File: src/cpuPkg.sv
`default_nettype none

package cpuPkg;

  localparam int flagW = 3; // Z, V and N

  typedef enum logic [3:0] {
    ADD = 4'd0,
    SUB = 4'd1,
    XOR = 4'd2,
    LW  = 4'd8,
    SW  = 4'd9,
    LLB = 4'd10,
    B   = 4'd12,
    PCS = 4'd14,
    HLT = 4'd15
  } opcodeT;

  // Spare encoding, used for bubbles and squashed fetches
  localparam opcodeT nopOp = opcodeT'(4'd3);

  typedef enum logic [2:0] {
    NE     = 3'd0,
    EQ     = 3'd1,
    GT     = 3'd2, // Z and N both clear
    LT     = 3'd3, // N set
    ALWAYS = 3'd7
  } condT;

  // Write-back source, selHlt marks the HLT slot
  typedef enum logic [1:0] {
    selAlu = 2'd0,
    selMem = 2'd1,
    selPc  = 2'd2,
    selHlt = 2'd3
  } wbSelT;

  typedef struct packed {
    logic z;
    logic v;
    logic n;
  } flagsT;

  typedef struct packed {
    opcodeT     op;
    logic [3:0] rd;
    logic [3:0] rs;
    logic [3:0] rt;
  } rFmtT;

  typedef struct packed {
    opcodeT            op;
    logic [3:0]        rd; // Data register for SW
    logic [3:0]        rs; // Base register
    logic signed [3:0] off; // Word offset
  } mFmtT;

  typedef struct packed {
    opcodeT     op;
    logic [3:0] rd;
    logic [7:0] imm;
  } iFmtT;

  typedef struct packed {
    opcodeT            op;
    condT              cond;
    logic signed [8:0] off; // Word offset from PC+2
  } bFmtT;

  typedef union packed {
    rFmtT rFmt;
    mFmtT mFmt;
    iFmtT iFmt;
    bFmtT bFmt;
  } instrT;

endpackage

`default_nettype wire

File: src/hazardUnit.sv
`default_nettype none
`timescale 1ns/1ps

module hazardUnit (
  input  logic           [3:0] idRs,
  input  logic           [3:0] idRt,
  input  logic                 idUsesFlags,
  input  logic                 idIsHlt,
  input  logic           [3:0] idExRd,
  input  logic                 idExRegWrite,
  input  cpuPkg::opcodeT       idExOp,
  input  logic           [3:0] exMemRd,
  input  logic                 exMemRegWrite,
  input  logic                 branchTaken,
  output logic                 stall,
  output logic                 flush,
  output logic                 halted
);
  import cpuPkg::*;

  logic rsHit;
  logic rtHit;
  logic flagHit;

  // No forwarding, so wait until the writer is in WB
  assign rsHit = (idRs != 4'd0) &&
                 ((idExRegWrite && (idExRd == idRs)) ||
                  (exMemRegWrite && (exMemRd == idRs)));
  assign rtHit = (idRt != 4'd0) &&
                 ((idExRegWrite && (idExRd == idRt)) ||
                  (exMemRegWrite && (exMemRd == idRt)));

  // Flag register updates at the end of EX, one cycle is enough
  assign flagHit = idUsesFlags &&
                   ((idExOp == ADD) || (idExOp == SUB) || (idExOp == XOR));

  assign stall  = rsHit || rtHit || flagHit;
  assign flush  = branchTaken && !stall; // Drop the slot fetched behind the branch
  assign halted = idIsHlt;

endmodule

`default_nettype wire

File: config.mk
export PLATFORM = sky130hd
export DESIGN_NAME = hazardUnit
export DESIGN_NICKNAME = d
export VERILOG_FILES = /design/src/cpuPkg.sv /design/src/hazardUnit.sv
export SDC_FILE = /design/constraint.sdc
export NUM_CORES = 1
export LEC_CHECK = 0
export BUFFER_PORTS_ARGS = -buffer_cell sky130_fd_sc_hd__buf_4
export CELL_PAD_IN_SITES_DETAIL_PLACEMENT = 1
export CELL_PAD_IN_SITES_GLOBAL_PLACEMENT = 1
export CORE_AREA = 2 2 39 41
export DETAILED_ROUTE_END_ITERATION = 10
export DIE_AREA = 0 0 41 43
export PLACE_DENSITY = 0.86
export SYNTH_ARGS = -nofsm -noshare
export SYNTH_HDL_FRONTEND = slang
export SYNTH_SLANG_ARGS = --single-unit
File: constraint.sdc
create_clock -name vclk -period 1.32
set_input_delay 0.198 -clock vclk [all_inputs]
set_output_delay 0.198 -clock vclk [all_outputs]
set_load 0.02 [all_outputs]
; Yosys cells after proc, flatten, opt, wreduce, memory -nomap -nowiden
; Index checks and enable logic that the tools add are counted.
[word_totals]
ff_bits = 0
rom_bits = 0
mem_bits_rw = 0
latchBits = 0
memories = 0
[classes]
bitwise_logic = 0
n_addsub = 0
n_lt_le_gt_ge = 0
multipliers = 0
muxes = 0
eq_ne = 6
div = 0
n_reduce_logical = 18
shift = 0
[op_table]
columns = cell, n
row1 = $eq 4x4->1, 4
row2 = $logic_and 1x1->1, 8
row3 = $reduce_bool 4->1, 2
row4 = $logic_or 1x1->1, 6
row5 = $eq 4x1->1 const B, 1
row6 = $eq 4x2->1 const B, 1
row7 = $logic_not 4->1, 1
row8 = $logic_not 1->1, 1

; Logic depth before layout (Yosys ltp)
[logic_depth]
depth_word = 8
mapped_depth = 5
ltp_nobuf = 5

; Least setup slack after synthesis
; Ideal clock, no wire load.
[synth_timing]
path_type = input port to output port
start = input idRt[0]
end = output flush
arrival_ns = 1.196
cell_stages = 5
slack_ns = -0.074
cell_sequence = or3_1 -> a21oi_2 -> o22ai_1 -> a31oi_2 -> and3_1
[synth_via]
elab_chain_cells = 8
elab_cells_between_ends = 11
[synth_lines]
columns = item, line
row1 = start: declaration, hazardUnit.sv:6  ; input logic [3:0] idRt,
row2 = $eq 4x4->1 (on tied branches), "hazardUnit.sv:30, hazardUnit.sv:31"
row3 = $logic_and 1x1->1 (on tied branches), "hazardUnit.sv:30, hazardUnit.sv:31"
row4 = $logic_or 1x1->1, hazardUnit.sv:30  ; ((idExRegWrite && (idExRd == idRt)) ||
row5 = $logic_and 1x1->1 (*), hazardUnit.sv:29  ; assign rtHit = (idRt != 4'd0) &&
row6 = $logic_or 1x1->1 (*) (2 in series), hazardUnit.sv:37  ; assign stall = rsHit || rtHit || flagHit;
row7 = $logic_not 1->1 (*), hazardUnit.sv:38  ; assign flush = branchTaken && !stall;
row8 = $logic_and 1x1->1 (*), hazardUnit.sv:38
row9 = end: declaration, hazardUnit.sv:16  ; output logic flush,
; Every way passes the cells marked *; elsewhere a longest branch is shown, timed or not.

; Worst setup path after layout
[layout_timing]
start = input idRt[1]
end = output flush
; Same word-level chain as after synthesis.

==> out/qor.txt <==
crit start category = input port
Die Area = 0.00176 mm²
Slew headroom = 0.847
GRT Total Usage = 0.140
Cell Area, Placed = 522 µm²
Synth area leaders = xnor2_1, xor2_1, a31oi_2
failing checks = negative setup slack
CP max FO = 3
First-pass DRT Iterations = 4
number of global-route vias before repair = 433
clock buf count = 0
mapped cell area = 272 µm²
final hold vios = 0
share of cells above drive strength 1 = 0.577
Synth Instances = 40
global-route wire length before repair = 1770 µm
die height = 43 µm
Data required, critical path = 1.12 ns
leakage = 0.263 nW
clock period minus final worst setup slack = 1.58 ns
share of the synthesized area in the top cell type = 0.226
Routed Antenna Nets = 0
I/O Buffers = 26
Pwr Density = 341 mW/mm²
vias per std cell = 4.51
Routed wire per std cell = 12.9 µm
Mean Syn Cell Area = 6.79 µm²
Total Wirelength = 1120 µm
PnR worst setup slack = -0.261 ns
Starting Density = 0.196
Antenna diodes = 0
detailed placement HPWL = 963 µm
row cnt = 14
post-route cell area = 587 µm²
final worst path period share = 1.20
Post-layout nets = 98
Peak VDD IR = 0.000105 V
Util after Layout = 0.424
# setup viols final = 2
core area = 0.00138 mm²
area delta synth->final = 116%
total I/O pin count = 28
GP Congestion = 0.700
CP Class = in -> out
HP Class = in -> out
Final Power = 0.200 mW
critical path endpoint = flush
Max Fclk = 632 MHz
cell taking the most area after synthesis = xnor2_1
Tightest Pin Transition = 0.228 ns
RSZ-0062 raised after global routing = true
sequential fraction of the synthesis area = 0
1st-iter DRT viols = 1
initial antenna violation count = 0
Vias = 392
FFs & Latches = 0
multi-input logic area = 297 µm²
Ys Warns = 0
Die Width = 41 µm
Syn Nets = 65
register area = 0 µm²
TNS Setup = -0.432 ns
pin count of the biggest net entering global routing = 5
DRC = 0
critical path endpoint category = output port
Yosys cell types = 23
fillers = 184
grt ovf = 0
max-cap viol count = 0
crit path DAT = 1.38 ns
minimum setup slack after placement = -0.324 ns
outcome = finished with violations
fin. max-slew vios = 0
crit path from = idRt[1]
[how the worst min path moves through the flow]
stage / startpoint / to / slack (ns) / depth (start not counted)
after CTS: idIsHlt / halted / 0.40 / 0
final: idIsHlt / halted / 0.40 / 0
after detailed placement: idIsHlt / halted / 0.40 / 0
after floorplan: idIsHlt / halted / 0.51 / 1
after global placement: idIsHlt / halted / 0.40 / 0
after global routing: idIsHlt / halted / 0.40 / 0
[Yosys cell counts]
library cell  count
nor3_1            1
o21ai_1           1
xor2_1            4
a21oi_2           1
a21oi_1           1
inv_1             1
buf_4             1
nor4_1            1
nor2b_1           1
nand2_1           3
inv_2             1
or3_1             2
xnor2_1           7
and3_1            1
nor2_1            3
o22ai_1           1
a31oi_2           1
o2111ai_1         1
a221o_1           1
nand4_1           2
nand2b_1          2
and2_1            2
or4_1             1
[cell families after synthesis]
kind of cell	count (synthesis)	synth area share
buffers and inverters	3	0.0553
AO/OA/AOI/OAI	7	0.207
AND/OR/NAND/NOR	19	0.382
XOR/XNOR	11	0.355
[placed cells by master (no fill, tap or decap), drive strengths merged]
cell	Yosys	layout
nor4	1	1
or3	2	2
inv	2	2
and2	2	2
nor3	1	1
or4	1	1
nor2b	1	1
nand4	2	2
o21ai	1	1
a221o	1	1
nand2b	2	2
nand2	3	3
and3	1	1
a31oi	1	1
o2111ai	1	1
xor2	4	4
a21oi	2	2
o22ai	1	1
buf	1	32
nor2	3	3
xnor2	7	7
[critical path, stage by stage]
cell and delay, ns:
buf_8 0.10, or3_4 0.37, a21oi_2 0.14, o22ai_2 0.09
a31oi_2 0.17, and3_4 0.21, buf_6 0.11
[metrics by stage]
step	instances	hold WS, ns
final	87	0.396
after CTS	87	0.396
after floorplan	40	0.509
after detailed placement	86	0.396
after global routing	87	0.396
after global placement	86	0.396
[power by group]
group | internal, mW | switching, mW | total [mW]
Clock | 0 | 0 | 0
Sequential | 0 | 0 | 0
Combinational | 0.121 | 0.0790 | 0.200
Total | 0.121 | 0.0790 | 0.200
[final cells by class]
type	count	share of cell area
well taps	16	0.0341
multi-input cells	37	0.505
inverters	2	0.0128
repair buffers	32	0.448
[metal layers]
metal / share of wire / wire length, µm / track usage / up-vias
li1: - / - / - / 204
met1: 0.35 / 394 / 0.155 / 178
met2: 0.60 / 674 / 0.284 / 10
met3: 0.044 / 49 / 0 / 0
met4: 0 / 0 / 0 / 0
met5: 0 / 0 / 0 / -
[repair_timing]
action                                  CTS  global route
endpoints found under the setup margin    2             2
hold buffers                              0             0
resized for setup                         7             5
cloned                                    0             0
pin swaps                                 4             2
buffers inserted                          1             0
No activity file was read; power rests on OpenSTA's default activity.
