**src/cpuPkg.sv**
```systemverilog
`default_nettype none

package cpuPkg;

  localparam int flagW = 3; // Z, V and N

  typedef enum logic [3:0] {
    ADD = 4'd0,
    SUB = 4'd1,
    XOR = 4'd2,
    LW  = 4'd8,
    SW  = 4'd9,
    LLB = 4'd10,
    B   = 4'd12,
    PCS = 4'd14,
    HLT = 4'd15
  } opcodeT;

  // Spare encoding, used for bubbles and squashed fetches
  localparam opcodeT nopOp = opcodeT'(4'd3);

  typedef enum logic [2:0] {
    NE     = 3'd0,
    EQ     = 3'd1,
    GT     = 3'd2, // Z and N both clear
    LT     = 3'd3, // N set
    ALWAYS = 3'd7
  } condT;

  // Write-back source, selHlt marks the HLT slot
  typedef enum logic [1:0] {
    selAlu = 2'd0,
    selMem = 2'd1,
    selPc  = 2'd2,
    selHlt = 2'd3
  } wbSelT;

  typedef struct packed {
    logic z;
    logic v;
    logic n;
  } flagsT;

  typedef struct packed {
    opcodeT     op;
    logic [3:0] rd;
    logic [3:0] rs;
    logic [3:0] rt;
  } rFmtT;

  typedef struct packed {
    opcodeT            op;
    logic [3:0]        rd; // Data register for SW
    logic [3:0]        rs; // Base register
    logic signed [3:0] off; // Word offset
  } mFmtT;

  typedef struct packed {
    opcodeT     op;
    logic [3:0] rd;
    logic [7:0] imm;
  } iFmtT;

  typedef struct packed {
    opcodeT            op;
    condT              cond;
    logic signed [8:0] off; // Word offset from PC+2
  } bFmtT;

  typedef union packed {
    rFmtT rFmt;
    mFmtT mFmt;
    iFmtT iFmt;
    bFmtT bFmt;
  } instrT;

endpackage

`default_nettype wire

```
**src/fetch.sv**
```systemverilog
`default_nettype none
`timescale 1ns/1ps

module fetch #(
  parameter int imemDepth = 256
) (
  input  logic        clk,
  input  logic        rstN,
  input  logic        progWe,
  input  logic [15:0] progAddr, // Byte address, like pc
  input  logic [15:0] progData,
  input  logic        stall,
  input  logic        flush,
  input  logic        halted,
  input  logic        branchTaken,
  input  logic [15:0] branchTarget,
  output logic [15:0] pc,
  output logic [15:0] ifIdPc,
  output logic [15:0] ifIdPcNext,
  output logic [15:0] ifIdInstr
);
  import cpuPkg::*;

  localparam int addrW = $clog2(imemDepth);

  logic [15:0] imem [imemDepth]; // Instruction memory, loaded in reset
  logic [15:0] pcPlus2;
  logic [15:0] instrWord;
  logic        haltSeen; // Sticky once HLT has left decode
  logic        frozen;

  always_ff @(posedge clk) begin
    if (!rstN && progWe) begin
      imem[progAddr[addrW:1]] <= progData; // Program port only while in reset
    end
  end

  assign pcPlus2   = pc + 16'd2;
  assign instrWord = imem[pc[addrW:1]]; // Combinational read
  assign frozen    = halted || haltSeen;

  //////////////////////////////
  // PC
  //////////////////////////////
  always_ff @(posedge clk) begin
    if (!rstN) begin
      pc       <= '0;
      haltSeen <= 1'b0;
    end else begin
      if (halted) begin
        haltSeen <= 1'b1;
      end
      if (!(stall || frozen)) begin
        pc <= branchTaken ? branchTarget : pcPlus2; // Stall wins over redirect
      end
    end
  end

  //////////////////////////////
  // IF/ID register
  //////////////////////////////
  always_ff @(posedge clk) begin
    if (!rstN || flush || frozen) begin
      ifIdInstr <= {nopOp, 12'h000}; // Squash the slot behind a branch or HLT
    end else if (!stall) begin
      ifIdInstr <= instrWord;
    end
  end

  always_ff @(posedge clk) begin
    if (!stall) begin
      ifIdPc <= pc;
    end
  end

  assign ifIdPcNext = ifIdPc + 16'd2; // Return value for PCS, base for B

endmodule

`default_nettype wire

```
**config.mk**
```make
export PLATFORM = sky130hd
export DESIGN_NAME = fetch
export DESIGN_NICKNAME = d
export VERILOG_FILES = /design/src/cpuPkg.sv /design/src/fetch.sv
export SDC_FILE = /design/constraint.sdc
export NUM_CORES = 2
export LEC_CHECK = 0
export BUFFER_PORTS_ARGS = -buffer_cell sky130_fd_sc_hd__buf_2
export CORE_MARGIN = 8
export CORE_UTILIZATION = 65
export CTS_BUF_LIST = sky130_fd_sc_hd__clkbuf_4 sky130_fd_sc_hd__clkbuf_8
export DETAILED_ROUTE_END_ITERATION = 8
export PLACE_DENSITY_LB_ADDON = 0.1
export SLEW_MARGIN = 20
export SYNTH_ARGS = -nofsm -noshare
export SYNTH_HDL_FRONTEND = slang
export SYNTH_SLANG_ARGS = --single-unit
```
**constraint.sdc**
```tcl
create_clock -name clk -period 8.3 [get_ports clk]
set_clock_uncertainty 0.2 [all_clocks]
set_input_delay 1.66 -clock clk [delete_from_list [all_inputs] [get_ports clk]]
set_output_delay 1.66 -clock clk [all_outputs]
set_load 0.005 [all_outputs]
```
# Yosys cells after proc, flatten, opt, wreduce, memory -nomap -nowiden
# Memory sizes are Yosys's and may differ from the RTL's. A register that Yosys moved wholly into a read port is not among the register bits.
# Cells that the tools add are included.
# Widths: inputs -> output; s select.
# op_classes
addsub	2
mux	3
reduce_logical	7
# op_table
operator	n
$add 16x2->16 const B	2
$mux 16	1
$logic_or 1x1->1	4
$logic_not 1->1	2
$mux 1	2
$logic_and 1x1->1	1
# word_totals
register_bits	33
ram_bits	4096
input_bits	55
out_inout_bits	64
elab_cells	16
memories	1
# mem_list
name	words	width	rd	rd_ports_with_merged_regs	write_ports	line	text
imem	256	16	1	1	1	fetch.sv:26	logic [15:0] imem [imemDepth];

# Logic depth before layout (Yosys ltp)
# depth
depth_word	4
depth_mapped	12
ltp_nobuf	7

# Worst setup path after synthesis
# Ideal clock, no wire load.
# synth_path
kind	input-to-reg
startpoint	in rstN
endpoint	mem imem[234][0], enable pin
setup_time_ns	0.388
arrival_time_ns	3.605
required_time_ns	7.712
slack_ns	4.106
cell_stages	7
n_path_buf	4
path_cell_list	clkbuf_1 nor2b_1 clkbuf_1 clkbuf_1 nand3_1 clkbuf_1 nor2_1
# synth_via
elab_chain_len	4
# synth_lines
item	line	text
start, declared	fetch.sv:8	input logic rstN,
$logic_not 1->1	fetch.sv:33	if (!rstN && progWe) begin
$logic_and 1x1->1	fetch.sv:33	
$mux 1	fetch.sv:33	
$mux 1 (implied by the code)	fetch.sv:34	imem[progAddr[addrW:1]] <= progData;
end, declared	fetch.sv:26	
# No other way between the ends.

==> flow_summary.toml <==
[pwr]
pwr_density_cell_nw_per_um2 = 234
p_leak_nw = 54.9
vdd_drop_max_v = 0.000199

[sta]
fin_crit_sh = 0.630
final.min_clock_period_ps = 5230
hold_viol = 0
setup_viol = 0
slew_viol_final = 0
clock.fmax_ghz = 0.191
hold_ws_ps = 372
tns_ps = 0
fin_ws_ps = 3070
rsz0062_at_grt = "no"
tightest_slew_ps = 1290
max-slew-margin-rel = 0.137

[placement]
io_buffers = 110
place_ws_ps = 2830
hpwlAfterDp_um = 251000
place_congestion = 0.920
post_dp_cell_area_um2 = 165000

[floorplan]
dieArea_um2 = 261000
die_y_um = 511
die-width_um = 511
coreArea_um2 = 243000
fp-row-count = 181
start_util = 0.654
io_pins = 119

[global_route]
grt_pass1_vias = 80000
grt_pass1_wl_um = 597000
grt_overflow_total = 0
antenna_found_initial = 28
grt_use_total = 0.324
grt_max_degree = 177

[worst_setup_path]
r2r-end = "ifIdInstr[1]"
cp.required_ps = 9120
worst-path-max-fanout = 38
crit_start = "pc[1]"
r2r-start = "pc[1]"
r2r_cells = 7
critPathKind = "flip-flop to flip-flop"
cp-endpoint = "ifIdInstr[1]"
cp.arrival_ps = 6040
cp-end-kind = "flip-flop"
reg2reg_slack_ps = 3070
start_kind = "flip-flop"

[logic_synthesis]
syn_avg_cell_area_um2 = 22.3
synth_flop_cell = "edfxtp_1"
ys_seq_area_frac = 0.779
synth_top_area_frac = 0.775
ys_async_sr_fraction = 0
synth_top_area_cell = "edfxtp_1"
syn-num-nets = 7194
synth_edf_count = 4112
ys_types = 70
syn_area_um2 = 159000
synth_seq_cells = 4145
ys_warn_count = 0
yosys-top-cells-area = "edfxtp_1 (78%), mux4_2 (15%), a22oi_1 (0.82%)"
syn_inst = 7137

[run_status]
run_status = "finished clean"

[clock_tree]
cts_max_level = 6
clkSinkCount = 4145
cts_resized = 0
cts_made_buffers = 649
clkLatencyLatePin_ps = 1140
cts.reportedPaths.clkPinSlew_ps = 60
hold_buffers = 0
clockBufferDepth = 4
cts_tree = "yes"
cts_post_setup_buffers_inserted = 0
cts_root_buf = "clkbuf_8"

[final_layout]
final_layout_size_suffix_gt1_frac = 0.315
area_delta_synth_final_pct = 11.4
final_common_cell = "edfxtp_1"
final_nets = 7913
layout_common_cells = "edfxtp_1 (4112), mux4_2 (1050), clkbuf_8 (682), buf_4 (347), nor2_1 (290)"
n_fill_cell = 13700
design_area_um2 = 178000

[route]
ant_nets = 0
wl_um = 427000
drtIter0Drc = 12800
wl_per_cell_um = 37.0
vias = 81100
drt-pass1-iter-count = 8
viasPerCell = 7.02
route.detailed.drc = 0

[worst_hold_path]
hold_path.class = "flip-flop to flip-flop"
hold_path_startpoint = "haltSeen"

[job]
cap_violations = 0
==> synth_stat cells, types with 27 or more instances <==
cell type	n
a221oi_1	43
nor2b_1	29
nor2_1	331
buf_2	101
o21ai_0	62
o22ai_1	31
buf_6	51
a31oi_1	31
and2_1	27
a21oi_1	127
nand2_1	158
mux2i_1	127
dfxtp_1	33
clkbuf_1	190
edfxtp_1	4112
nand3_1	66
buf_1	27
buf_4	48
nand4_1	27
a22oi_1	175
mux4_2	1050
==> how the worst min path moves through the flow <==
stage / end / slack, ps / cells after the start
detailed placement: haltSeen / 350 / 1
finish: haltSeen / 370 / 1
global route: haltSeen / 400 / 1
CTS: haltSeen / 370 / 1
floorplan: ifIdPc[11] / 250 / 0
global placement: haltSeen / 330 / 1
==> sequential cells by signal (all words and copies together), names as in the netlist <==
register,cells
imem,4096
ifIdInstr,16
ifIdPc,16
pc,16
haltSeen,1
==> cell families after synthesis <==
kind of cell / share of synthesized area
flops: 0.779
mux: 0.157
simple gates: 0.0210
compound gates: 0.0267
buf+inv: 0.0148
xor+xnor: 0.000715
fa+ha+maj: 0.000157
==> area by class of cell <==
type	count	area [µm²]	share of cell area
Sequential cell	4145	124000	0.699
Clock buffer	878	10800	0.0607
Antenna cell	27	67.6	0.000381
Multi-Input combinational cell	2563	33100	0.187
Inverter	8	37.5	0.000211
Clock inverter	237	1440	0.00810
Timing Repair Buffer	489	3920	0.0221
Tap cell	3202	4010	0.0226
==> layer usage <==
| metal | up-vias | GRT usage | wire [µm] |
|---|---|---|---|
| met5 | - | 0 | 64 |
| met4 | 10 | 0.161 | 23800 |
| met3 | 1003 | 0.0947 | 56300 |
| met2 | 5934 | 0.479 | 195000 |
| met1 | 42300 | 0.449 | 151000 |
| li1 | 31900 | - | - |
==> critical path: stages (launching register included) <==
cell and delay [ps]:
dfxtp_4 930, buf_4 760, mux4_2 590, o21ai_0 420
o211ai_1 310, o21ai_0 820, nand3_1 490, o311a_1 450
==> where the power goes <==
part	total (mW)	leakage (nW)	internal [mW]	switching, mW
clock network	16.5	6.47	8.76	7.70
logic	2.08	11.2	0.724	1.36
registers	23.1	37.2	23.0	0.0472
==> metrics by stage <==
step / total power, mW / cells / util
2_1_floorplan: 24.6 / 7137 / -
3_3_place_gp: 25.5 / 10400 / 0.678
3_5_place_dp: 25.6 / 10400 / 0.679
4_1_cts: 41.7 / 11500 / 0.729
5_1_grt: 42.7 / 11500 / 0.729
6_report: 41.6 / 11500 / 0.729
Power figures use the tool's default switching activity.
