--- src/cpuPkg.sv ---
`default_nettype none

package cpuPkg;

  localparam int flagW = 3; // Z, V and N

  typedef enum logic [3:0] {
    ADD = 4'd0,
    SUB = 4'd1,
    XOR = 4'd2,
    LW  = 4'd8,
    SW  = 4'd9,
    LLB = 4'd10,
    B   = 4'd12,
    PCS = 4'd14,
    HLT = 4'd15
  } opcodeT;

  // Spare encoding, used for bubbles and squashed fetches
  localparam opcodeT nopOp = opcodeT'(4'd3);

  typedef enum logic [2:0] {
    NE     = 3'd0,
    EQ     = 3'd1,
    GT     = 3'd2, // Z and N both clear
    LT     = 3'd3, // N set
    ALWAYS = 3'd7
  } condT;

  // Write-back source, selHlt marks the HLT slot
  typedef enum logic [1:0] {
    selAlu = 2'd0,
    selMem = 2'd1,
    selPc  = 2'd2,
    selHlt = 2'd3
  } wbSelT;

  typedef struct packed {
    logic z;
    logic v;
    logic n;
  } flagsT;

  typedef struct packed {
    opcodeT     op;
    logic [3:0] rd;
    logic [3:0] rs;
    logic [3:0] rt;
  } rFmtT;

  typedef struct packed {
    opcodeT            op;
    logic [3:0]        rd; // Data register for SW
    logic [3:0]        rs; // Base register
    logic signed [3:0] off; // Word offset
  } mFmtT;

  typedef struct packed {
    opcodeT     op;
    logic [3:0] rd;
    logic [7:0] imm;
  } iFmtT;

  typedef struct packed {
    opcodeT            op;
    condT              cond;
    logic signed [8:0] off; // Word offset from PC+2
  } bFmtT;

  typedef union packed {
    rFmtT rFmt;
    mFmtT mFmt;
    iFmtT iFmt;
    bFmtT bFmt;
  } instrT;

endpackage

`default_nettype wire

--- src/execute.sv ---
`default_nettype none
`timescale 1ns/1ps

module execute (
  input  logic           clk,
  input  logic           rstN,
  input  cpuPkg::opcodeT idExOp,
  input  logic [3:0]     idExRd,
  input  logic [15:0]    idExA,
  input  logic [15:0]    idExB,
  input  logic [15:0]    idExStoreData,
  input  logic           idExRegWrite,
  input  logic           idExMemRead,
  input  logic           idExMemWrite,
  input  logic [15:0]    idExPcNext,
  input  cpuPkg::wbSelT  idExSel,
  output cpuPkg::flagsT  flags,
  output logic [15:0]    exMemResult,
  output logic [15:0]    exMemStoreData,
  output logic [3:0]     exMemRd,
  output logic           exMemRegWrite,
  output logic           exMemMemRead,
  output logic           exMemMemWrite,
  output cpuPkg::wbSelT  exMemSel,
  output logic [15:0]    exMemPcNext
);
  import cpuPkg::*;

  logic [15:0]      sum;
  logic [15:0]      diff;
  logic [15:0]      result;
  flagsT            flagsNext;
  logic [flagW-1:0] flagEn; // Bit order z, v, n

  assign sum  = idExA + idExB;
  assign diff = idExA - idExB;

  //////////////////////////////
  // ALU
  //////////////////////////////
  always_comb begin
    flagEn = '0;
    case (idExOp)
      ADD: begin
        result = sum;
        flagEn = 3'b111;
      end
      SUB: begin
        result = diff;
        flagEn = 3'b111;
      end
      XOR: begin
        result = idExA ^ idExB;
        flagEn = 3'b100; // Z only
      end
      LW, SW:  result = sum; // Address add
      LLB:     result = idExB;
      default: result = 16'h0000;
    endcase
  end

  assign flagsNext.z = (result == 16'h0000);
  assign flagsNext.n = result[15];
  assign flagsNext.v = (idExOp == SUB) ?
                       ((idExA[15] != idExB[15]) && (diff[15] != idExA[15])) :
                       ((idExA[15] == idExB[15]) && (sum[15] != idExA[15]));

  always_ff @(posedge clk) begin
    if (!rstN) begin
      flags <= '0;
    end else begin
      flags <= (flagsNext & flagEn) | (flags & ~flagEn); // Keep the untouched flags
    end
  end

  //////////////////////////////
  // EX/MEM register
  //////////////////////////////
  always_ff @(posedge clk) begin
    if (!rstN) begin
      exMemRegWrite <= 1'b0;
      exMemMemRead  <= 1'b0;
      exMemMemWrite <= 1'b0;
      exMemSel      <= selAlu;
    end else begin
      exMemRegWrite <= idExRegWrite;
      exMemMemRead  <= idExMemRead;
      exMemMemWrite <= idExMemWrite;
      exMemSel      <= idExSel;
    end
  end

  always_ff @(posedge clk) begin
    exMemResult    <= result;
    exMemStoreData <= idExStoreData;
    exMemRd        <= idExRd;
    exMemPcNext    <= idExPcNext;
  end

endmodule

`default_nettype wire

--- config.mk ---
export PLATFORM = sky130hd
export DESIGN_NAME = execute
export DESIGN_NICKNAME = d
export VERILOG_FILES = /design/src/cpuPkg.sv /design/src/execute.sv
export SDC_FILE = /design/constraint.sdc
export NUM_CORES = 1
export LEC_CHECK = 0
export ABC_AREA = 1
export ABC_CLOCK_PERIOD_IN_PS = 3000
export BUFFER_PORTS_ARGS = -buffer_cell sky130_fd_sc_hd__clkbuf_2
export CAP_MARGIN = 20
export CORE_UTILIZATION = 52
export CTS_BUF_LIST = sky130_fd_sc_hd__clkbuf_8
export DETAILED_ROUTE_END_ITERATION = 8
export GPL_TIMING_DRIVEN = 0
export PLACE_DENSITY = 0.8
export SLEW_MARGIN = 30
export SYNTH_ARGS = -nofsm -noshare
export SYNTH_HDL_FRONTEND = slang
export SYNTH_SLANG_ARGS = --single-unit
--- constraint.sdc ---
create_clock -name clk -period 3 [get_ports clk]
set_clock_uncertainty 0.15 [all_clocks]
set_input_delay 0.45 -clock clk [delete_from_list [all_inputs] [get_ports clk]]
set_output_delay 0.45 -clock clk [all_outputs]
set_load 0.03 [all_outputs]
==> Yosys cells after proc, flatten, opt, wreduce, memory -nomap -nowiden <==
Index checks and enable logic that the tools add are counted.
W data, S select, Z words.
{ "word_totals": {"reg_bits": 60, "inputBits": 79, "word_cells": 36} }
{ "classes": {"n_addsub": 2, "n_eq_ne": 9, "n_mux": 3, "bitwise": 5, "reduce_logical": 6} }
{ "ops": {"columns": ["op", "count"], "rows": [
  ["$pmux W16 S4", 1],
  ["$add A16 B16 Y16", 1],
  ["$logic_not A16 Y1", 1],
  ["$sub A16 B16 Y16", 1],
  ["$xor A16 B16 Y16", 1],
  ["$eq A4 B4 Y1 const B", 3],
  ["$and A3 B3 Y3", 2],
  ["$pmux W3 S2", 1],
  ["$eq A4 B1 Y1 const B", 1],
  ["$eq A4 B2 Y1 const B", 1],
  ["$logic_not A4 Y1", 1],
  ["$ne A1 B1 Y1", 3],
  ["$not A3 Y3", 1],
  ["$or A3 B3 Y3", 1],
  ["$reduce_or A3 Y1", 1],
  ["$logic_and A1 B1 Y1", 2],
  ["$reduce_or A2 Y1", 1],
  ["$eq A1 B1 Y1", 1],
  ["$mux W1", 1]
]} }

==> Logic depth before layout (Yosys ltp) <==
{ "depth": {"word_depth": 6, "mapped_depth": 18} }

==> Worst setup path before layout <==
No wires, ideal clock.
{ "synth_timing": {"path_kind": "input -> register", "startpoint": "in idExA[0]", "endpoint": "reg with a tool-made name", "arrival_time_ns": 2.055, "required_ns": 2.780, "slack_ns": 0.726, "stages": 18, "path_buffers": 0, "cell_sequence": "inv_1 -> ha_1 -> fa_1 -> inv_1 -> nand2_1 -> nand2_1 -> nand3_2 -> nand2_2 -> nand2_2 -> nand2_2 -> nand2_1 -> nand2_1 -> nor2_1 -> nor2_1 -> nand2_1 -> nor2_1 -> nand4_1 -> a21oi_1"} }
{ "synth_rtl": {"columns": ["item", "line_no", "rtl"], "rows": [
  ["start: declaration", "execute.sv:9", "input logic [15:0] idExA,"]
]} }

==> results.sh <==
export IMPL_status="finished clean"
export IMPL_crit_arrival_ps=2620
export IMPL_totalWireLength_um=11580
export IMPL_synth_compound_area_share_pct=6.022
export IMPL_finalHoldViolCount=0
export IMPL_synth_xor_area_share_pct=0.2184
export IMPL_min_period_over_period_pct=84.33
export IMPL_synth_distinct_cells=35
export IMPL_die_x_um=89.82
export IMPL_synth_simple_area_share_pct=38.38
export IMPL_synth_adder_area_share_pct=10.67
export IMPL_clock_sink_count=60
export IMPL_ant_nets=0
export IMPL_htree_levels=3
export IMPL_cts_hold_buf=0
export IMPL_tritoncts="done"
export IMPL_rr_worst_depth=2
export IMPL_grt_usage_pct=29.53
export IMPL_critPathKind="input port to flop"
export IMPL_syn_num_nets=720
export IMPL_synth_edff_count=0
export IMPL_cp_slowest_cell="fa_1"
export IMPL_synth_area_mux_share_pct=0
export IMPL_ys_warn_count=0
export IMPL_cap_viol_max_count=0
export IMPL_grt_pass1_vias=4072
export IMPL_min_delay_start="idExStoreData[10]"
export IMPL_reg2reg_slack_ps=2200
export IMPL_synth_area_leaders="dfxtp_1 30%, nand2_1 17%, inv_1 9.8%"
export IMPL_dp_cells=844
export IMPL_ys_flop_type="dfxtp_1"
export IMPL_drc=0
export IMPL_clkTransAtPathRegs_ps=70
export IMPL_core_um2=7370
export IMPL_power_total_w=0.002274
export IMPL_seq_area_frac_synth_pct=29.95
export IMPL_placement_io_buffers=137
export IMPL_die_h_um=89.82
export IMPL_synth_cells=608
export IMPL_viasPerCell=5.052
export IMPL_initial_core_util_pct=54.41
export IMPL_post_cts_buffers=0
export IMPL_synth_seq_cells=60
export IMPL_syn2layout_area_growth_pct=25.02
export IMPL_async_flop_share_pct=0
export IMPL_cpMostUsedCell="nand2_1"
export IMPL_numCtsBuffers=9
export IMPL_hold_class="input port to flop"
export IMPL_critPathLaunchType="input port"
export IMPL_first_pass_iters=5
export IMPL_crit_path_end_kind="flop"
export IMPL_min_period_ps=2530
export IMPL_cts_root_buf="clkbuf_8"
export IMPL_drive_above_1_share_pct=28.52
export IMPL_grt_max_degree=11
export IMPL_gr_total_overflow=0
export IMPL_setup_tns_ps=0
export IMPL_die_area_um2=8067
export IMPL_synth_commonest_cells="178 x nand2_1, 105 x inv_1, 68 x nand3_1"
export IMPL_syn_area_per_cell_um2=6.596
export IMPL_slew_violations=0
export IMPL_grt_pass1_wl_um=19110
export IMPL_path_max_fanout=3
export IMPL_critical_path_max_stage_delay_ps=390
export IMPL_rows=31
export IMPL_finalSetupViolCount=0
export IMPL_syn_area_um2=4010
export IMPL_path_delay_family="simple AND/OR/NAND/NOR gates"
export IMPL_antenna_found_initial=0
export IMPL_fin_nets=868
export IMPL_synth_top_family_by_area="simple AND/OR/NAND/NOR gates"
export IMPL_yosys_area_top_type_share_pct=29.95
export IMPL_hold_end="exMemStoreData[10]$_DFF_P_"
export IMPL_synth_most_common_cell="nand2_1"
export IMPL_relSlewSlack_pct=72.72
export IMPL_path_cells="clkbuf_2 > inv_1 > ha_1 > fa_1 > inv_1 > nand2_1 > nand2_1 > nand3_2 > nand2_2 > nand2_2 > nand2_2 > nand2_1 > nand2_1 > nor2_1 > nor2_1 > nand2_1 > nor2_1 > nand4_1 > a21oi_1"
export IMPL_n_fill_cell=670
export IMPL_cts_resized_gates=0
export IMPL_peakVddDrop_mv=0.2068
export IMPL_final_cells=860
export IMPL_dr_total_vias=4345
export IMPL_p_leak_nw=2.992
export IMPL_worstHoldPathCells=1
export IMPL_clk_latency_ps=310
export IMPL_worst_path_buf_inv=3
export IMPL_required_ps=3090
export IMPL_fmax_mhz=395.3
export IMPL_power_density_nw_per_um2=453.6
export IMPL_rsz0062_at_grt="no"
export IMPL_wl_per_cell_um=13.47
export IMPL_finalCoreUtilization_pct=68.03
export IMPL_ios=139
export IMPL_drt_iter0_markers=254
export IMPL_hpwl_um=9433
export IMPL_antennaDiodeCount=0
export IMPL_worst_pin_slew_ps=408.8
export IMPL_gp_congestion=0.9113
export IMPL_cts_path_max_buffers=2
export IMPL_synth_top_cell_by_area="dfxtp_1"
-- state kept, by name, indices dropped and copies added (netlist names), named ones only --
register,flops
exMemMemRead,1
exMemMemWrite,1
exMemPcNext,16
exMemRd,4
exMemRegWrite,1
exMemResult,16
exMemSel,2
exMemStoreData,16
-- through the flow --
step	cell area, µm²	hold slack (ps)	setup slack [ps]
detailed placement	4820	329.2	174.5
finish	5014	82.43	470.0
CTS	5014	61.28	495.8
global route	5014	54.81	310.9
floorplan	4010	327.7	725.5
global placement	4820	300.3	225.1
-- cell type report --
class / instances / area, µm² / area share [%]
clock buffer: 10 / 137.6 / 2.745
sequential: 60 / 1201 / 23.96
buffer: 16 / 133.9 / 2.670
tap: 99 / 123.9 / 2.471
clock inverter: 6 / 56.30 / 1.123
multi-input combinational: 410 / 2217 / 44.22
inverter: 122 / 457.9 / 9.134
timing repair buffer: 137 / 685.7 / 13.68
-- metal layers --
layer  GRT usage (%)  routed length, µm
met1           35.56               4674
met5               0                  0
met4           12.57                268
met3           4.569                907
met2           51.99               5730
-- cell families (layout without fill, tap and decap cells) --
| kind of cell | after synthesis | in the layout |
|---|---|---|
| adders and majority gates | 33 | 33 |
| DFF | 60 | 60 |
| buffers and inverters | 138 | 291 |
| AOI/OAI and AO/OA | 39 | 39 |
| and+or+nand+nor | 337 | 337 |
| xor gates and xnor gates | 1 | 1 |
-- where the power goes --
| part | leakage, nW | internal, W | switching, W |
|---|---|---|---|
| sequential | 0.502 | 0.000851 | 0.0000154 |
| clock | 0.109 | 0.000398 | 0.000278 |
| combinational | 2.38 | 0.000244 | 0.000487 |
-- cell usage in the layout (no fill, tap or decap), types with 4 or more instances in the layout --
cell type / count
nand2_2: 11
clkbuf_8: 10
nand4_1: 10
a21oi_2: 4
buf_6: 6
a21oi_1: 14
nor2_1: 46
ha_1: 31
o22ai_1: 10
nand3_1: 68
nand3_2: 4
clkbuf_2: 137
nand2_1: 178
dfxtp_1: 60
inv_1: 107
o21ai_0: 4
buf_4: 7
nor2_2: 6
inv_2: 16
-- worst max path at each step --
stage | end | start | cells after the start
final | flop | idExA[0] | 19
after global routing | flop | idExB[0] | 17
after CTS | flop | idExA[0] | 19
after global placement | flop | idExA[0] | 19
after detailed placement | flop | idExA[0] | 19
after floorplan | flop | idExA[0] | 18
(Power assumes the default switching activity.)
