===== config.mk =====
export PLATFORM = sky130hd
export DESIGN_NAME = decode
export DESIGN_NICKNAME = d
export VERILOG_FILES = /design/src/cpuPkg.sv /design/src/decode.sv
export SDC_FILE = /design/constraint.sdc
export NUM_CORES = 1
export LEC_CHECK = 0
export CORE_MARGIN = 2
export CORE_UTILIZATION = 30
export DETAILED_ROUTE_END_ITERATION = 10
export DONT_BUFFER_PORTS = 1
export GPL_TIMING_DRIVEN = 0
export SLEW_MARGIN = 20
export SYNTH_ARGS = -nofsm -noshare
export SYNTH_HDL_FRONTEND = slang
export SYNTH_SLANG_ARGS = --single-unit

===== constraint.sdc =====
create_clock -name clk -period 3.6 [get_ports clk]
set_clock_uncertainty 0.1 [all_clocks]
set_input_delay 0.36 -clock clk [delete_from_list [all_inputs] [get_ports clk]]
set_output_delay 0.36 -clock clk [all_outputs]
set_load 0.005 [all_outputs]

===== src/cpuPkg.sv =====
`default_nettype none

package cpuPkg;

  localparam int flagW = 3; // Z, V and N

  typedef enum logic [3:0] {
    ADD = 4'd0,
    SUB = 4'd1,
    XOR = 4'd2,
    LW  = 4'd8,
    SW  = 4'd9,
    LLB = 4'd10,
    B   = 4'd12,
    PCS = 4'd14,
    HLT = 4'd15
  } opcodeT;

  // Spare encoding, used for bubbles and squashed fetches
  localparam opcodeT nopOp = opcodeT'(4'd3);

  typedef enum logic [2:0] {
    NE     = 3'd0,
    EQ     = 3'd1,
    GT     = 3'd2, // Z and N both clear
    LT     = 3'd3, // N set
    ALWAYS = 3'd7
  } condT;

  // Write-back source, selHlt marks the HLT slot
  typedef enum logic [1:0] {
    selAlu = 2'd0,
    selMem = 2'd1,
    selPc  = 2'd2,
    selHlt = 2'd3
  } wbSelT;

  typedef struct packed {
    logic z;
    logic v;
    logic n;
  } flagsT;

  typedef struct packed {
    opcodeT     op;
    logic [3:0] rd;
    logic [3:0] rs;
    logic [3:0] rt;
  } rFmtT;

  typedef struct packed {
    opcodeT            op;
    logic [3:0]        rd; // Data register for SW
    logic [3:0]        rs; // Base register
    logic signed [3:0] off; // Word offset
  } mFmtT;

  typedef struct packed {
    opcodeT     op;
    logic [3:0] rd;
    logic [7:0] imm;
  } iFmtT;

  typedef struct packed {
    opcodeT            op;
    condT              cond;
    logic signed [8:0] off; // Word offset from PC+2
  } bFmtT;

  typedef union packed {
    rFmtT rFmt;
    mFmtT mFmt;
    iFmtT iFmt;
    bFmtT bFmt;
  } instrT;

endpackage

`default_nettype wire


===== src/decode.sv =====
`default_nettype none
`timescale 1ns/1ps

module decode (
  input  logic                clk,
  input  logic                rstN,
  input  logic [15:0]         ifIdPcNext,
  input  cpuPkg::instrT       ifIdInstr,
  input  cpuPkg::flagsT       flags,
  input  logic                stall,
  input  logic [3:0]          memWbRd,
  input  logic                memWbRegWrite,
  input  logic [15:0]         memWbData,
  output cpuPkg::opcodeT      idExOp,
  output logic [3:0]          idExRd,
  output logic [15:0]         idExA,
  output logic [15:0]         idExB,
  output logic [15:0]         idExStoreData,
  output logic                idExRegWrite,
  output logic                idExMemRead,
  output logic                idExMemWrite,
  output logic [15:0]         idExPcNext,
  output cpuPkg::wbSelT       idExSel,
  output logic                branchTaken,
  output logic [15:0]         branchTarget,
  output logic [3:0]          idRs,
  output logic [3:0]          idRt,
  output logic                idUsesFlags,
  output logic                idIsHlt
);
  import cpuPkg::*;

  logic [15:0] regFile [16]; // r0 is never written
  opcodeT      op;
  logic        isAlu;
  logic [15:0] rsVal;
  logic [15:0] rtVal;
  logic [15:0] opB;
  logic        condMet;
  logic        regWrite;
  wbSelT       sel;

  assign op    = ifIdInstr.rFmt.op; // Opcode sits in the same place in all formats
  assign isAlu = (op == ADD) || (op == SUB) || (op == XOR);

  // Source registers, zero when a format reads none
  always_comb begin
    idRs = 4'd0;
    idRt = 4'd0;
    case (op)
      ADD, SUB, XOR: begin
        idRs = ifIdInstr.rFmt.rs;
        idRt = ifIdInstr.rFmt.rt;
      end
      LW: idRs = ifIdInstr.mFmt.rs;
      SW: begin
        idRs = ifIdInstr.mFmt.rs;
        idRt = ifIdInstr.mFmt.rd; // Store data comes from rd
      end
      default: ;
    endcase
  end

  //////////////////////////////
  // Register file
  //////////////////////////////
  always_ff @(posedge clk) begin
    if (memWbRegWrite && (memWbRd != 4'd0)) begin
      regFile[memWbRd] <= memWbData;
    end
  end

  // Write-through, the WB value is seen in the same cycle
  assign rsVal = (idRs == 4'd0) ? 16'h0000 :
                 (memWbRegWrite && (memWbRd == idRs)) ? memWbData : regFile[idRs];
  assign rtVal = (idRt == 4'd0) ? 16'h0000 :
                 (memWbRegWrite && (memWbRd == idRt)) ? memWbData : regFile[idRt];

  //////////////////////////////
  // Branch resolution
  //////////////////////////////
  always_comb begin
    case (ifIdInstr.bFmt.cond)
      NE:      condMet = ~flags.z;
      EQ:      condMet = flags.z;
      GT:      condMet = ~flags.z & ~flags.n;
      LT:      condMet = flags.n;
      ALWAYS:  condMet = 1'b1;
      default: condMet = 1'b0; // Reserved codes never branch
    endcase
  end

  assign branchTaken  = (op == B) && condMet;
  assign branchTarget = ifIdPcNext +
                        {{6{ifIdInstr.bFmt.off[8]}}, ifIdInstr.bFmt.off, 1'b0};
  assign idUsesFlags  = (op == B);
  assign idIsHlt      = (op == HLT);

  // Operand B by format
  always_comb begin
    case (op)
      LW, SW:  opB = {{11{ifIdInstr.mFmt.off[3]}}, ifIdInstr.mFmt.off, 1'b0};
      LLB:     opB = {{8{ifIdInstr.iFmt.imm[7]}}, ifIdInstr.iFmt.imm};
      default: opB = rtVal;
    endcase
  end

  assign regWrite = isAlu || (op == LW) || (op == LLB) || (op == PCS);

  always_comb begin
    case (op)
      LW:      sel = selMem;
      PCS:     sel = selPc;
      HLT:     sel = selHlt;
      default: sel = selAlu;
    endcase
  end

  //////////////////////////////
  // ID/EX register
  //////////////////////////////
  always_ff @(posedge clk) begin
    if (!rstN || stall) begin
      idExOp       <= nopOp; // Bubble
      idExRegWrite <= 1'b0;
      idExMemRead  <= 1'b0;
      idExMemWrite <= 1'b0;
      idExSel      <= selAlu;
    end else begin
      idExOp       <= op;
      idExRegWrite <= regWrite;
      idExMemRead  <= (op == LW);
      idExMemWrite <= (op == SW);
      idExSel      <= sel;
    end
  end

  always_ff @(posedge clk) begin
    idExRd        <= ifIdInstr.rFmt.rd;
    idExA         <= rsVal;
    idExB         <= opB;
    idExStoreData <= rtVal; // idRt is rd for SW
    idExPcNext    <= ifIdPcNext;
  end

endmodule

`default_nettype wire


[Yosys cells after proc, flatten, opt, wreduce, memory -nomap -nowiden]
Memory sizes are Yosys's and may differ from the RTL's. A register that Yosys moved wholly into a read port is not among the register bits.
Index checks and enable logic that the tools add are counted.
Operators by class
  add/subtract/negate cells: 1
  $mul: 0
  divide/modulo/power cells: 0
  $lt $le $gt $ge: 0
  eq/ne operators: 13
  shift operators: 0
  muxes and demuxes: 9
  bitwise operators: 3
  reduce and logical (&&, ||, !) cells: 18
Operators by type and width (number)
  2-to-1 mux 16 bit: 2
  one-hot mux 16 bit (2 select lines): 1
  == test 4 bit, second input constant: 6
  adder 16 bit: 1
  zero test 4 bit: 3
  one-hot mux 4 bit (2 select lines): 1
  == test 3 x 2 -> 1 bit, second input constant: 2
  logical OR 1 bit: 6
  one-hot mux 2 bit (3 select lines): 1
  one-hot mux 1 bit (5 select lines): 1
  OR reduction 5 bit: 1
  == test 4 x 1 -> 1 bit, second input constant: 1
  == test 4 x 2 -> 1 bit, second input constant: 1
  == test 4 bit: 1
  2-to-1 mux 4 bit: 1
  nonzero test 4 bit: 1
  == test 3 x 1 -> 1 bit, second input constant: 1
  == test 3 bit, second input constant: 1
  logical AND 1 bit: 3
  zero test 3 bit: 1
  OR reduction 3 bit: 1
  2-to-1 mux 1 bit: 2
  NOT 1 bit: 2
  OR reduction 2 bit: 1
  2 further kinds: 2
Word-level totals
  register bits after elaboration: 61
  latch bits: 0
  RAM bits: 256
  ROM bits: 0
  logic and storage cells: 54
  memories: 1
Memories
  regFile: depth 16, bits a word 16, rd ports 2, clocked after Yosys merged registers in 1, wr ports 1, RTL line decode.sv:33  | logic [15:0] regFile [16];

[Logic depth before layout (Yosys ltp)]
  depth after elaboration: 8
  mapped depth: 12
  gate-level depth less buffers: 10

[Worst setup path after synthesis]
Ideal clock, no wire load.
  path kind: in2reg
  start: in ifIdInstr[15] (netlist bit)
  end: reg idExB[6]
  library setup time: 0.136 ns
  arrival time: 2.558 ns
  setup slack: 0.807 ns
  cell stages on the path: 9
  cells stage by stage: buf_6 -> or4b_2 -> o211ai_1 -> buf_4 -> mux2_2 -> a22oi_1 -> nor4b_1 -> nor4b_1 -> o32ai_1
On the way
  longest elaborated chain between the ends: 8
  elaborated cells on any way between the ends: 16
  classes of those cells: eq/ne: 6; mux: 4; reduce/logical: 5; memory: 1
Ends and longest elaborated chain
  start, declared: RTL line decode.sv:8  | input cpuPkg::instrT ifIdInstr,
  == test 4 x 1 -> 1 bit (tied with other cells): RTL line decode.sv:50  | case (op)
  OR reduction 3 bit: RTL line decode.sv:50
  one-hot mux 4 bit (2 select lines) *: RTL line decode.sv:50
  net idRt[3]: RTL line decode.sv:27  | output logic [3:0] idRt,
  parallel branches: the longest is 3 deep, another holds memory (16 x 16 bit)
  2-to-1 mux 16 bit *: RTL line decode.sv:76  | assign rtVal = (idRt == 4'd0) ? 16'h0000 :
  one-hot mux 16 bit (2 select lines) *: RTL line decode.sv:101  | case (op)
  net opB[6]: RTL line decode.sv:38  | logic [15:0] opB;
  end signal, assigned: RTL line decode.sv:141  | idExB <= opB;
  end, declared: RTL line decode.sv:17  | output logic [15:0] idExB,
Mark *: on every way through the listed nets, which the timed path passes.
A chain may end at the register's enable or synchronous reset.

[Worst setup path in the final report]
  start: in ifIdInstr[15] (netlist bit)
  end: reg idExA[14] (read register of regFile)
On the way
  longest elaborated chain between the ends: 4
  elaborated cells on any way between the ends: 8
  classes of those cells: eq/ne: 4; mux: 1; reduce/logical: 3
Ends and longest elaborated chain
  == test 4 x 1 -> 1 bit (tied with other cells): RTL line decode.sv:50
  OR reduction 5 bit (no line) *
  2-to-1 mux 4 bit *: RTL line decode.sv:50
  zero test 4 bit: RTL line decode.sv:74  | assign rsVal = (idRs == 4'd0) ? 16'h0000 :
  end, declared: RTL line decode.sv:16  | output logic [15:0] idExA,
Every way passes the cells marked *; elsewhere a longest branch is shown, timed or not.

==> metrics <==
status completed; P&R area growth vs syn 18.3%; die area 53100 um2; first-pass GRT wire length a little under 80000 um; Seq/Total Area, Yosys about three fifths; Switching Power ~2.3 mW; Sink Count 333; H-tree depth 2; Post-synth top flop edfxtp_1; IR drop worst, VDD 279 uV; DRC viols 0; I/O pin count 163; Setup TNS 0 ps; Fmax 313 MHz; hold_sp ifIdInstr[6]; Logic pwr share 11.2%; CP Depth 10; R2R setup slack roughly 1500 ps; Reg power frac a little under half; worst hold path type in -> reg; core footprint slightly above 50000 um2; Pins Over Slew Limit 0; antenna violations before repair 3; cell leakage power 6.14 nW; unrepaired setup endpoints after global routing false; Via Count 12000; ratio of cells with drive above 1 in the final layout 15.6%; Util after Layout 36.1%; pin count of the biggest net entering global routing 20; switching share of total power 24.8%; relative slew slack 21.7%; Root Driver clkbuf_16; DR pass1 iterations 5; CTS resizes 0; ys async rst share 0%; multi-input logic area slightly below 6000 um2; Period minus WS final between 3000 and 4000 ps; Max Cap Viol 0; routed length per instance ~26 um; Worst-Margin Slew 1170 ps; WHS Endpoint idExB[6]; EDFF count, synth 256; vias per cell 5.70; CTS tree built; Min-Delay Path Depth 2; number of port buffers 0; PwrDens 521 nW/um2; Critical Path Slowest Stage Cell a2111oi_0; initial DRC count 1462; row cnt 82; nets roughly 1500; CP peak stage delay about 700 ps; Critical Path Sink Type flop; FF-to-FF End idExA[14]; final worst-path cycle share 88.9%; Post-Syn Area 15400 um2; worst path cell trace buf_6 -> buf_2 -> o21ai_2 -> nand3_2 -> inv_1 -> buf_2 -> buf_2 -> nand3_1 -> a2111oi_0 -> nor3_1; Synth area leaders edfxtp_1 (50%), dfxtp_1 (10%), mux2_2 (4.6%), nand2_1 (4.5%), o221ai_1 (2.6%); Initial Util a little under a third; gpl congestion between 0.9 and 1; clock network fraction of design power 42.3%; Fin. Hold Viols 0; R2R cell count 5; filler instances 4902; post-route ant nets 0; final hold slack about 8 ps; Die Span Y 230 um; Synth area leader edfxtp_1; number of library cell types mapped by synthesis 67; critical path's top delay family buffers and inverters; Mapped Avg Cell Area 11.9 um2; CTS Buf Count 37; Clk Latency, worst-skew pair 540 ps; FF/Latch Area 9230 um2; Tot Pwr 9.48 mW; maximum clock path buffer count 3; setup violators final 0; fin worst setup slack around 400 ps; Worst setup SP type primary input; Clock transition at path regs 60 ps; Synth Register Bits 333; total track usage 20.0%; worst path arrival time 3480 ps; pre-CTS setup slack -152 ps; Yosys top cell area share 50.0%; CP Data Required Time around 3900 ps; Overflow after GRT 0; Mapped Cells 1289; Worst R2R Start regFile[14][14]; Pint 7.13 mW; crit-path most repeated cell buf_2; Total Wirelength 54100 um; CP Max Fanout 10; Horiz. Die Dim between 200 and 250 um; post-DP HPWL around 40000 um; Ys Warns 0; vias in the first global route about 12000; critical setup path kind in -> reg; CP Buf/Inv Count 5
[cell usage in the layout, fill, tap and decap left out, drive strengths merged, types with 39 or more instances in the layout]
cell type and n:
edfxtp 256, nand2 183, clkbuf 100, dfxtp 77
nand3 69, mux2 63, nor2 55, buf 53
a21oi 49, o221ai 45, dlygate4sd3 39
[power by group through the flow]
| stage | registers, mW | logic [mW] | clock network [mW] |
|---|---|---|---|
| floorplan | 4.45 | 0.632 | 0 |
| global placement | 4.50 | 0.923 | 0 |
| detailed placement | 4.50 | 0.945 | 0 |
| CTS | 4.42 | 1.04 | 4.05 |
| global route | 4.42 | 1.12 | 4.21 |
| finish | 4.41 | 1.06 | 4.01 |
[per-layer routing]
layer | up-vias | GRT usage [%] | share of wire [%]
met1 | 5958 | 26.1 | 40
met4 | 4 | 8.33 | 4.1
li1 | 5184 | - | -
met3 | 117 | 3.71 | 9.3
met5 | - | 0 | 0.039
met2 | 696 | 32.6 | 47
[metrics by stage]
step           cells  instance area (um2)
6_report        2099                18200
3_5_place_dp    1992                16500
5_1_grt         2098                18200
2_1_floorplan   1304                15400
3_3_place_gp    1976                16300
4_1_cts         2098                18200
[Yosys cell counts, types with 5 or more instances]
| master | instances |
|---|---|
| a21oi_1 | 49 |
| a221o_1 | 15 |
| a22o_1 | 15 |
| a31oi_1 | 33 |
| and2_1 | 7 |
| buf_2 | 27 |
| buf_4 | 6 |
| clkbuf_1 | 51 |
| dfxtp_1 | 77 |
| edfxtp_1 | 256 |
| ha_1 | 14 |
| inv_1 | 14 |
| mux2_2 | 63 |
| mux2i_1 | 26 |
| mux4_2 | 16 |
| nand2_1 | 183 |
| nand2b_1 | 9 |
| nand3_1 | 68 |
| nor2_1 | 52 |
| nor2b_1 | 5 |
| nor3_1 | 34 |
| nor4_1 | 31 |
| o211ai_1 | 17 |
| o21a_1 | 5 |
| o21ai_0 | 31 |
| o221ai_1 | 45 |
| o22ai_1 | 33 |
| or3_1 | 22 |
| xnor2_1 | 16 |
[logic make-up (layout without fill, tap and decap cells)]
kind of cell	Yosys count	after routing	synth area share (%)
other cells	1	17	0.0244
fa+ha+maj	15	15	1.27
xor+xnor	17	17	0.968
flops	333	333	60.0
simple gates	443	443	13.7
buf+inv	105	227	3.07
mux	105	105	8.64
compound gates	270	270	12.4
[worst max path at each step]
stage | slack, ps | startpoint | end
after floorplan | 810 | ifIdInstr[15] | idExB[6]
after global placement | -120 | ifIdInstr[15] | idExA[14]
after detailed placement | -150 | ifIdInstr[15] | idExA[14]
after CTS | 400 | ifIdInstr[15] | idExA[14]
after global routing | 240 | ifIdInstr[15] | idExA[14]
final | 400 | ifIdInstr[15] | idExA[14]
[area by class of cell]
type / count / area share (%)
antenna: 1 / 0.0138
buffer: 88 / 2.25
clock buffer: 49 / 5.68
clock inverter: 18 / 1.35
inverter: 17 / 0.351
multi-input combinational: 866 / 31.8
sequential: 333 / 50.7
tap: 672 / 4.62
timing repair buffer: 55 / 3.22
[flip-flops by register name, indices dropped and copies added, names as in the netlist]
name and flops:
regFile 256, idExA 16, idExB 16, idExPcNext 16
idExStoreData 16, idExOp 4, idExRd 4, idExSel 2
idExMemRead 1, idExMemWrite 1, idExRegWrite 1
[what timing repair did]
item                      in CTS  in global routing
hold buffers                  39                  0
buffers inserted               0                  0
hold endpoints to repair     327                  0
Note: power is estimated with default switching activity, not from simulation.
